===== config.mk =====
export PLATFORM = sky130hd
export DESIGN_NAME = shift_unit
export DESIGN_NICKNAME = d
export VERILOG_FILES = /design/src/hw/mips_pkg.sv /design/src/hw/shift_unit.sv
export VERILOG_INCLUDE_DIRS = /design/src /design/src/hw
export SDC_FILE = /design/constraint.sdc
export NUM_CORES = 1
export LEC_CHECK = 0
export ABC_CLOCK_PERIOD_IN_PS = 5100
export BUFFER_PORTS_ARGS = -buffer_cell sky130_fd_sc_hd__buf_2
export CAP_MARGIN = 20
export CORE_ASPECT_RATIO = 0.6
export CORE_MARGIN = 2
export CORE_UTILIZATION = 65
export DETAILED_ROUTE_END_ITERATION = 10
export PLACE_DENSITY = 0.95
export RECOVER_POWER = 100
export SYNTH_ARGS = -nofsm -noshare
export SYNTH_HDL_FRONTEND = slang
export SYNTH_SLANG_ARGS = --single-unit

===== constraint.sdc =====
create_clock -name vclk -period 5.1
set_input_delay 0.51 -clock vclk [all_inputs]
set_output_delay 0.51 -clock vclk [all_outputs]
set_load 0.03 [all_outputs]

===== src/hw/mips_config.svh =====
`ifndef MIPS_CONFIG_SVH
`define MIPS_CONFIG_SVH

// Datapath width in bits
`define NB_DATA 32

// Register-number width, 32 architectural registers
`define NB_REG 5

// Data memory depth in 32-bit words
`define MEM_WORDS 256

`endif

===== src/hw/mips_pkg.sv =====
`default_nettype none

package mips_pkg;

    // Execute operation shared by the ALU and the shift unit
    typedef enum logic [3:0] {
        ALU_ADD  = 4'd0,
        ALU_SUB  = 4'd1,
        ALU_AND  = 4'd2,
        ALU_OR   = 4'd3,
        ALU_XOR  = 4'd4,
        ALU_NOR  = 4'd5,
        ALU_SLT  = 4'd6,
        ALU_SLTU = 4'd7,
        ALU_LUI  = 4'd8,
        // Shift class, handled by shift_unit
        ALU_SLL  = 4'd9,
        ALU_SRL  = 4'd10,
        ALU_SRA  = 4'd11
    } alu_op_e;

    // Data memory access size
    // 2'b10 is unused and treated as a word access
    typedef enum logic [1:0] {
        W_BYTE = 2'b00,
        W_HALF = 2'b01,
        W_WORD = 2'b11
    } mem_width_e;

endpackage

`default_nettype wire


===== src/hw/shift_unit.sv =====
`timescale 1ns/100ps
`default_nettype none

`include "mips_config.svh"

module shift_unit
    import mips_pkg::*;
(
    input  wire alu_op_e              i_alu_op,
    input  wire [`NB_DATA-1:0]        i_operand_b,
    input  wire [4:0]                 i_shamt,
    output logic [`NB_DATA-1:0]       o_result
);

    // MIPS shifts act on rt, which arrives as operand B
    always_comb begin
        case (i_alu_op)
            ALU_SLL: begin
                o_result = i_operand_b << i_shamt;
            end
            ALU_SRL: begin
                o_result = i_operand_b >> i_shamt;
            end
            // Sign bit is replicated into the vacated positions
            ALU_SRA: begin
                o_result = $signed(i_operand_b) >>> i_shamt;
            end
            // Everything else is an ALU operation
            default: begin
                o_result = '0;
            end
        endcase
    end

endmodule

`default_nettype wire


== After elaboration in Yosys (flattened, before gate mapping) ==
Index checks and enable logic that the tools add are counted.

* Bits in registers: 0
* Logic and storage cells: 7

* Eq/ne operators: 3
* Shift-type cells: 3
* Muxes and demuxes: 1

{| class="wikitable"
|+ Operators with widths
! kind !! count
|-
| $pmux W32 S3 || 1
|-
| $shl A32 B5 Y32 || 1
|-
| $shr A32 B5 Y32 || 1
|-
| $sshr A32 B5 Y32 || 1
|-
| $eq A4 B4 Y1 const B || 3
|}

== Logic depth before layout (Yosys ltp) ==
* Depth in word-level cells: 2
* Depth in mapped cells: 9
* Depth with buffers taken out: 5

== Worst setup path before layout ==
Ideal clock, no wire load.

* Path type: input to output
* From: input port i_shamt[1]
* To: output port o_result[10]
* Arrival: 2485 ps
* Setup slack: 2105 ps
* Stages on the path: 7
* Buffers on the path: 3
* Path through: buf_6 > buf_6 > buf_6 > mux4_2 > o32ai_1 > nor3_1 > a211oi_1

* Cells in the longest elaborated chain, start to end: 2
* Elaborated cells on any way between the ends: 4

{| class="wikitable"
|+ Ends and longest elaborated chain
! item !! RTL line !! text
|-
| start, declared || shift_unit.sv:11 || <nowiki>input wire [4:0] i_shamt,</nowiki>
|-
| $sshr A32 B5 Y32, or another cell as far along || shift_unit.sv:26 || <nowiki>o_result = $signed(i_operand_b) >>> i_shamt;</nowiki>
|-
| $pmux W32 S3 * || shift_unit.sv:17 || <nowiki>case (i_alu_op)</nowiki>
|-
| end, declared || shift_unit.sv:12 || <nowiki>output logic [`NB_DATA-1:0] o_result</nowiki>
|}

Every way passes the cells marked *; elsewhere a longest branch is shown, timed or not.

== Worst setup path after layout ==
* From: input port i_shamt[1]
* To: output port o_result[7]

The elaborated chain is that of the path after synthesis.

==> impl_metrics.tcl <==
set metrics [dict create \
    power_switching_share_pct 61.1 \
    mostFrequentLayoutCells "60 x mux2i_1, 58 x nand2_1, 57 x mux4_2" \
    syn-num-nets 523 \
    yosys.area.top_type_share_pct 31.1 \
    cp-endpoint "o_result[7]" \
    crit_fanout 69 \
    area_growth_pct 3.67 \
    p_per_area_nw_per_um2 106 \
    p_leak_nw 1.63 \
    design.seq.count 0 \
    row_count 22 \
    max_freq_ghz 0.245 \
    grt_max_degree 81 \
    yosys_warnings 0 \
    die_x_microns 107 \
    ctsResizeCount 0 \
    p_sw_mw 0.278 \
    grt_pass1_wl_microns 24600 \
    ys_top_cells_by_area "mux4_2 31%, mux2i_1 15%, nand2_1 5.3%, nor2_1 3.6%, buf_6 3.5%" \
    ant_nets 0 \
    drv_cap 0 \
    tns_ns 0 \
    critPathLaunchType "input pin" \
    cp_data_required_time_ns 4.59 \
    finalMaxSlewViolations 0 \
    startpoint "i_shamt[1]" \
    status "completed" \
    synth_compound_area_share_pct 24.7 \
    layout.nets 552 \
    clkbuf_count 0 \
    synth_top_cell_by_area "mux4_2" \
    final_common_cell "mux2i_1" \
    initial_utilization_pct 67.3 \
    die_height_microns 65.7 \
    max-vdd-ir-drop_mv 0.154 \
    muxShareOfSynthArea_pct 50.3 \
    grt_antenna_before_repair 0 \
    synthCells 482 \
    synth_fa_ha_area_share_pct 0 \
    vias_per_cell 8.06 \
    cts_hold_buf 0 \
    first_pass_iters 7 \
    tightest_slew_ns 1.06 \
    timing.final.ws_setup_ns 1.02 \
    cp-end-kind "primary output" \
    setup_viol 0 \
    grt_setup_unrepaired "false" \
    numPortBuffers 73 \
    synth_top_family_by_area "multiplexers" \
    avgSynthCellArea_sq_um 8.57 \
    hp-class "in -> out" \
    period_needed_ns 4.08 \
    regArea_sq_um 0 \
    vias 4778 \
    dp_slack_ns 1.49 \
    p_seq_share_pct 0 \
    diodes 0 \
    post_cts.repair.setup_buffers 0 \
    worstPathArrival_ns 3.57 \
    die-area_sq_um 7030 \
    synth_xor_area_share_pct 0 \
    hold_slack_ns 1.66 \
    grt_usage_pct 45.4 \
    post-route-period-util_pct 79.9 \
    placed_area_sq_um 4330 \
    synth.yosys.seq_area_share_pct 0 \
    syn_area_sq_um 4130 \
    overflow 0 \
    grt_pass1_vias 4299 \
    drc 0 \
    wl_microns 15600 \
    io_pins 73 \
    synth-simple-area-share_pct 15.9 \
    p_int_mw 0.177 \
    max-slew-margin-rel_pct 29.2 \
    routabilityCongestion 1.09 \
    p_clk_share_pct 0 \
    drive_gt1_share_pct 26.9 \
    final-hold-violation-count 0 \
    pwr-share-comb_pct 100.0 \
    fin_util_pct 69.8 \
    wl_per_cell_microns 26.2 \
    hpwl_microns 11700 \
    yosysUniqueCellTypes 62 \
    drtIter0Drc 945 \
    fillers 519 \
    crit_type "in -> out" \
    coreArea_sq_um 6140 \
    stdcell_area_sq_um 4280 \
]
-- how the worst min path moves through the flow --
stage | from | end | slack, ns | cells after the start
after CTS | i_operand_b[31] | o_result[15] | 1.60 | 4
after global routing | i_operand_b[31] | o_result[15] | 1.69 | 4
after global placement | i_operand_b[0] | o_result[16] | 1.56 | 4
after floorplan | i_operand_b[0] | o_result[16] | 1.31 | 2
after detailed placement | i_operand_b[31] | o_result[15] | 1.60 | 4
final | i_alu_op[2] | o_result[14] | 1.66 | 6
-- per-layer routing --
layer  vias up  wire, microns  GRT usage [%]
met5         -              0              0
met4         0            676           13.5
met3        73           2810           11.0
met2       490           6280           65.8
met1      2216           5790           67.0
li1       1999              -              -
-- metrics by stage --
step	power (mW)	cells
floorplan	0.325	482
global placement	0.432	593
detailed placement	0.440	593
CTS	0.442	593
global route	0.478	593
finish	0.456	593
-- kinds of logic after synthesis --
logic type	after synthesis
mux	133
buf+inv	63
compound gates	141
simple gates	145
-- power by group through the flow --
stage,Clock [mW],Sequential (mW),Combinational [mW]
detailed placement,0,0,0.440
CTS,0,0,0.442
finish,0,0,0.456
floorplan,0,0,0.325
global route,0,0,0.478
global placement,0,0,0.432
-- cells in the mapped netlist (4+ instances only) --
cell,n
o211ai_1,13
nor3_1,7
nand2_1,58
buf_2,11
mux2_2,13
o21ai_0,24
mux4_2,57
buf_4,5
a31oi_1,6
mux2i_1,60
or2_2,5
inv_1,4
nor2b_1,6
o221ai_1,6
o22ai_1,12
nor2_1,40
clkbuf_1,27
a211oi_1,8
nand2b_1,6
nand3_1,11
buf_6,13
a221oi_1,5
a21oi_1,20
-- critical path: stages --
cell and delay, ns:
buf_4 0.72, clkbuf_1 0.62, mux2i_1 0.30, mux4_2 0.56, o22ai_1 0.19, nor2_1 0.13, nor3_1 0.17, clkbuf_1 0.33
-- area by class of cell --
class,count,area (sq um),share of cell area (%)
Tap cell,84,105,2.45
Timing Repair Buffer,84,409,9.56
Multi-Input combinational cell,419,3740,87.5
Inverter,6,22.5,0.526
Power figures use the tool's default switching activity.
