$ cat src/hw/mips_config.svh
`ifndef MIPS_CONFIG_SVH
`define MIPS_CONFIG_SVH

// Datapath width in bits
`define NB_DATA 32

// Register-number width, 32 architectural registers
`define NB_REG 5

// Data memory depth in 32-bit words
`define MEM_WORDS 256

`endif
$ cat src/hw/mips_pkg.sv
`default_nettype none

package mips_pkg;

    // Execute operation shared by the ALU and the shift unit
    typedef enum logic [3:0] {
        ALU_ADD  = 4'd0,
        ALU_SUB  = 4'd1,
        ALU_AND  = 4'd2,
        ALU_OR   = 4'd3,
        ALU_XOR  = 4'd4,
        ALU_NOR  = 4'd5,
        ALU_SLT  = 4'd6,
        ALU_SLTU = 4'd7,
        ALU_LUI  = 4'd8,
        // Shift class, handled by shift_unit
        ALU_SLL  = 4'd9,
        ALU_SRL  = 4'd10,
        ALU_SRA  = 4'd11
    } alu_op_e;

    // Data memory access size
    // 2'b10 is unused and treated as a word access
    typedef enum logic [1:0] {
        W_BYTE = 2'b00,
        W_HALF = 2'b01,
        W_WORD = 2'b11
    } mem_width_e;

endpackage

`default_nettype wire

$ cat src/hw/exmem_reg.sv
`timescale 1ns/100ps
`default_nettype none

`include "mips_config.svh"

module exmem_reg
    import mips_pkg::*;
(
    input  wire                       clk,
    input  wire                       i_rst_n,
    input  wire                       i_halt,

    // Execute results and store data
    input  wire alu_op_e              i_alu_op,
    input  wire [`NB_DATA-1:0]        i_alu_result,
    input  wire [`NB_DATA-1:0]        i_shift_result,
    input  wire [`NB_DATA-1:0]        i_data4mem,

    // Memory and write-back control
    input  wire                       i_mem2reg,
    input  wire                       i_mem_read,
    input  wire                       i_mem_write,
    input  wire                       i_reg_write,
    input  wire mem_width_e           i_width,
    input  wire                       i_sign_flag,

    // Destination register candidates
    input  wire                       i_reg_dst,
    input  wire [`NB_REG-1:0]         i_rd,
    input  wire [`NB_REG-1:0]         i_rt,

    output logic [`NB_DATA-1:0]       o_result,
    output logic [`NB_DATA-1:0]       o_data4mem,
    output logic                      o_mem2reg,
    output logic                      o_mem_read,
    output logic                      o_mem_write,
    output logic                      o_reg_write,
    output mem_width_e                o_width,
    output logic                      o_sign_flag,
    output logic [`NB_REG-1:0]        o_write_reg
);

    logic                  is_shift;
    logic [`NB_DATA-1:0]   ex_result;
    logic [`NB_REG-1:0]    dest_reg;

    // Shift class opcodes take the shift unit result
    assign is_shift  = (i_alu_op == ALU_SLL) || (i_alu_op == ALU_SRL) ||
                       (i_alu_op == ALU_SRA);
    assign ex_result = is_shift ? i_shift_result : i_alu_result;

    // R-type writes rd, I-type writes rt
    assign dest_reg  = i_reg_dst ? i_rd : i_rt;

    always_ff @(posedge clk or negedge i_rst_n) begin
        if (!i_rst_n) begin
            o_result    <= '0;
            o_data4mem  <= '0;
            o_mem2reg   <= 1'b0;
            o_mem_read  <= 1'b0;
            o_mem_write <= 1'b0;
            o_reg_write <= 1'b0;
            o_width     <= W_WORD;
            o_sign_flag <= 1'b0;
            o_write_reg <= '0;
        end else if (!i_halt) begin
            o_result    <= ex_result;
            o_data4mem  <= i_data4mem;
            o_mem2reg   <= i_mem2reg;
            o_mem_read  <= i_mem_read;
            o_mem_write <= i_mem_write;
            o_reg_write <= i_reg_write;
            o_width     <= i_width;
            o_sign_flag <= i_sign_flag;
            o_write_reg <= dest_reg;
        end
    end

endmodule

`default_nettype wire

$ cat config.mk
export PLATFORM = sky130hd
export DESIGN_NAME = exmem_reg
export DESIGN_NICKNAME = d
export VERILOG_FILES = /design/src/hw/mips_pkg.sv /design/src/hw/exmem_reg.sv
export VERILOG_INCLUDE_DIRS = /design/src /design/src/hw
export SDC_FILE = /design/constraint.sdc
export NUM_CORES = 1
export LEC_CHECK = 0
export BUFFER_PORTS_ARGS = -buffer_cell sky130_fd_sc_hd__buf_2
export CAP_MARGIN = 40
export CELL_PAD_IN_SITES_DETAIL_PLACEMENT = 0
export CELL_PAD_IN_SITES_GLOBAL_PLACEMENT = 1
export CORE_MARGIN = 2
export CORE_UTILIZATION = 36
export DETAILED_ROUTE_END_ITERATION = 16
export GPL_ROUTABILITY_DRIVEN = 0
export PLACE_DENSITY_LB_ADDON = 0.05
export SLEW_MARGIN = 20
export SYNTH_ARGS = -nofsm -noshare
export SYNTH_HDL_FRONTEND = slang
export SYNTH_SLANG_ARGS = --single-unit
$ cat constraint.sdc
create_clock -name clk -period 1.5 [get_ports clk]
set_input_delay 0.15 -clock clk [delete_from_list [all_inputs] [get_ports clk]]
set_output_delay 0.15 -clock clk [all_outputs]
set_load 0.01 [all_outputs]
* Word-level counts from Yosys, hierarchy flattened
Index checks and enable logic that the tools add are counted.
Word-level totals: register bits after elaboration 76, input bits 121, output and inout port bits 76, word-level logic and storage cells 16
Operators by class: eq/ne operators 3, muxes and demuxes 2, reductions and logical operators 2
Operator list (number):
- $mux 32 | 1
- $eq 4x4->1 const B | 3
- $mux 5 | 1
- $logic_or 1x1->1 | 2

* Depth between registers and ports, before layout
word-level depth 4, gate-level depth with buffers 5, mapped depth without buffers 3

* Worst setup path after synthesis
OpenSTA, ideal clock, no wires.
kind input -> register, from input i_alu_op[0], to register o_result[0], setup time 0.101 ns, arrival 0.995 ns, data required time 1.399 ns, slack 0.404 ns, stages on the path 5, path buffers 2, cell sequence or2_1 -> buf_2 -> and2_4 -> buf_6 -> o311ai_2
Between the ends: cells in the longest elaborated chain, start to end 4, elaborated cells on any way between the ends 6, classes of those cells 3 x eq/ne; 1 x mux; 2 x reduce/logical
RTL lines:
- start: declaration | line exmem_reg.sv:14 | input wire alu_op_e i_alu_op,
- $eq 4x4->1 | line exmem_reg.sv:48 | assign is_shift = (i_alu_op == ALU_SLL) || (i_alu_op == ALU_SRL) ||
- $logic_or 1x1->1 | line exmem_reg.sv:48
- $logic_or 1x1->1 * | line exmem_reg.sv:48
- $mux 32 * | line exmem_reg.sv:50 | assign ex_result = is_shift ? i_shift_result : i_alu_result;
- end signal: assignment | line exmem_reg.sv:67 | o_result <= ex_result;
- end: declaration | line exmem_reg.sv:32 | output logic [`NB_DATA-1:0] o_result,
Mark *: on every way between the ends. The rest lies on a longest branch, timed or not. A chain may end at the register's enable or synchronous reset.

* Worst setup path in the final report
from register o_width[0], to output o_width[0]
RTL lines:
- start: declaration | line exmem_reg.sv:38 | output mem_width_e o_width,
- start signal: assignment | line exmem_reg.sv:73 | o_width <= i_width;
No word-level cell between the ends.

==> out/metrics.yaml <==
synth:
  synth_area_leaders: "dfrtp_1, o311ai_2, mux2_2, nand4b_1, nand2_1"
  syn_area_um2: 3620
  yosysSeqAreaShare_pct: 52.6
  yosys_warnings: 0
  synth_area_leader_cell: "dfrtp_1"
  yosysTopAreaCellShare_pct: 51.1
  synth_fp_nets: 410
  synth_seq_cells: 76
  avgSynthCellArea_um2: 12.5
  ys_types: 17
  syn_inst: 289
die:
  pin_count: 197
  rows: 36
  die_area_um2: 10900
  die_height_um: 104
  die_x_um: 104
  start_util_pct: 37.0
  core_area_um2: 9770
outcome:
  status: "finished, final reports clean"
cts:
  ctsHoldBuffers: 1
  htreeDepth: 3
  post_cts_resized: 0
  cts_buffer_depth: 2
  clkTransAtPathRegs_ns: 0.09
  cts.sinks: 76
  cts_tree: "built"
  clockRootBuffer: "clkbuf_8"
  cts_buffers: 9
  post_cts_buffers: 0
  insertion_delay_ns: 0.34
timing:
  drv_slew: 0
  skew_ns: 0
  worst_pin_slew_ns: 0.588
  rsz0062_at_grt: "no"
  period_share_pct: 76.5
  slew-limit-headroom_pct: 60.8
  fin_setup_tns_ns: 0
  timing_hold_violations_final: 0
  fmax_mhz: 871
  final.hold.worst_slack_ns: 0.0296
  finalCriticalPeriod_ns: 1.15
  setup_violations: 0
layout:
  layout_commonest_cell: "buf_2"
  fillers: 921
  final_area_um2: 5050
  diodes: 0
  syn_to_final_growth_pct: 39.5
  layout_common_cells: "buf_2, dfrtp_1, mux2_2, nand2_1"
  drive_above_1_share_pct: 60.5
  final_net_count: 597
  stdcell_count: 614
worst_setup_path:
  critPathMaxStageDelay_ns: 0.53
  start_kind: "register"
  worstPathMaxFanout: 2
  path_class: "register to output port"
  critical_path.top_delay_family: "flip-flops"
  crit_required_ns: 1.35
  reg2reg_slack_ns: 0.74
  cp_cell_sequence: "buf_2"
  arrival_ns: 1.00
  path_buf_inv: 1
  crit_path_top_delay_cell: "dfstp_2"
  endpoint_kind: "output port"
detailed_routing:
  antenna_left: 0
  dr.pass1.iters: 4
  viasPerCell: 4.76
  drt_iter0_markers: 119
  wirelength_mm: 9.19
  num_vias: 2922
  wl_per_cell_um: 15.0
  drc_errors: 0
place:
  placed_area_um2: 4750
  port_buffers: 196
  dpl.hpwl_mm: 6.37
  placed_cells: 597
run:
  drv_cap: 0
grt:
  grt_pass1_wl_mm: 14.8
  overflow: 0
  grt_max_degree: 71
  grt_antenna_before_repair: 0
  first_global_vias: 2954
  grt_usage_pct: 16.9
power_and_ir_drop:
  leakage_uw: 0.00248
  irDropWorstVdd_uv: 476
  power.density_nw_per_um2: 1120
hold_path:
  hp-class: "primary input to register"
-- kinds of logic after synthesis --
| kind of cell | share of synthesized area (%) |
|---|---|
| and+or+nand+nor | 12.2 |
| buffers and inverters | 7.08 |
| AOI/OAI and AO/OA | 14.7 |
| DFF | 52.6 |
| muxes | 13.5 |
-- cell usage after synthesis --
master	instances
nand2_1	37
o311ai_1	2
mux2_2	39
nand4b_1	32
o311ai_2	30
inv_1	32
clkbuf_1	14
dfrtp_1	74
buf_6	3
buf_2	7
buf_1	4
dfstp_2	2
or2_1	1
nor2b_1	1
mux2i_1	5
and2_4	1
o21ai_0	5
-- area by class of cell --
cell class | instances | area, µm² | share of cell area, %
sequential | 76 | 1900 | 37.7
inverter | 32 | 120 | 2.38
clock inverter | 6 | 159 | 3.15
tap | 133 | 166 | 3.29
timing repair buffer | 204 | 1110 | 22.0
multi-input combinational | 153 | 1460 | 29.0
clock buffer | 10 | 128 | 2.53
-- where the power goes --
part | total (µW) | internal, µW | switching (µW) | leakage, µW
sequential | 2370 | 2270 | 103 | 0.000906
combinational | 1040 | 526 | 519 | 0.00144
clock | 2220 | 1450 | 773 | 0.000141
-- per-layer routing --
metal  vias to the layer above  wire [µm]  global-route usage [%]
met5                         -          0                       0
met4                         0        119                    5.50
met3                        10        597                    3.95
met2                       118       4230                    26.5
met1                      1391       4250                    23.0
li1                       1403          -                       -
-- worst paths after layout --
kind | to | start | cells after the start
max | o_width[0] | o_width[0] | 1
min | o_data4mem[3] | i_data4mem[3] | 2
max reg2reg | o_data4mem[20] | o_data4mem[20] | 1
min reg2reg | o_write_reg[2] | o_write_reg[2] | 2
max in group asynchronous | o_width[0] | i_rst_n | 3
min in group asynchronous | o_write_reg[4] | i_rst_n | 2
-- stage by stage --
step / util [%] / setup slack [ns] / power (µW)
floorplan: - / 0.404 / 2950
global placement: 48.6 / 0.296 / 3450
detailed placement: 48.6 / 0.246 / 3470
CTS: 51.7 / 0.328 / 5720
global route: 51.7 / 0.294 / 5940
finish: 51.7 / 0.352 / 5640
Note: power is estimated with default switching activity, not from simulation.
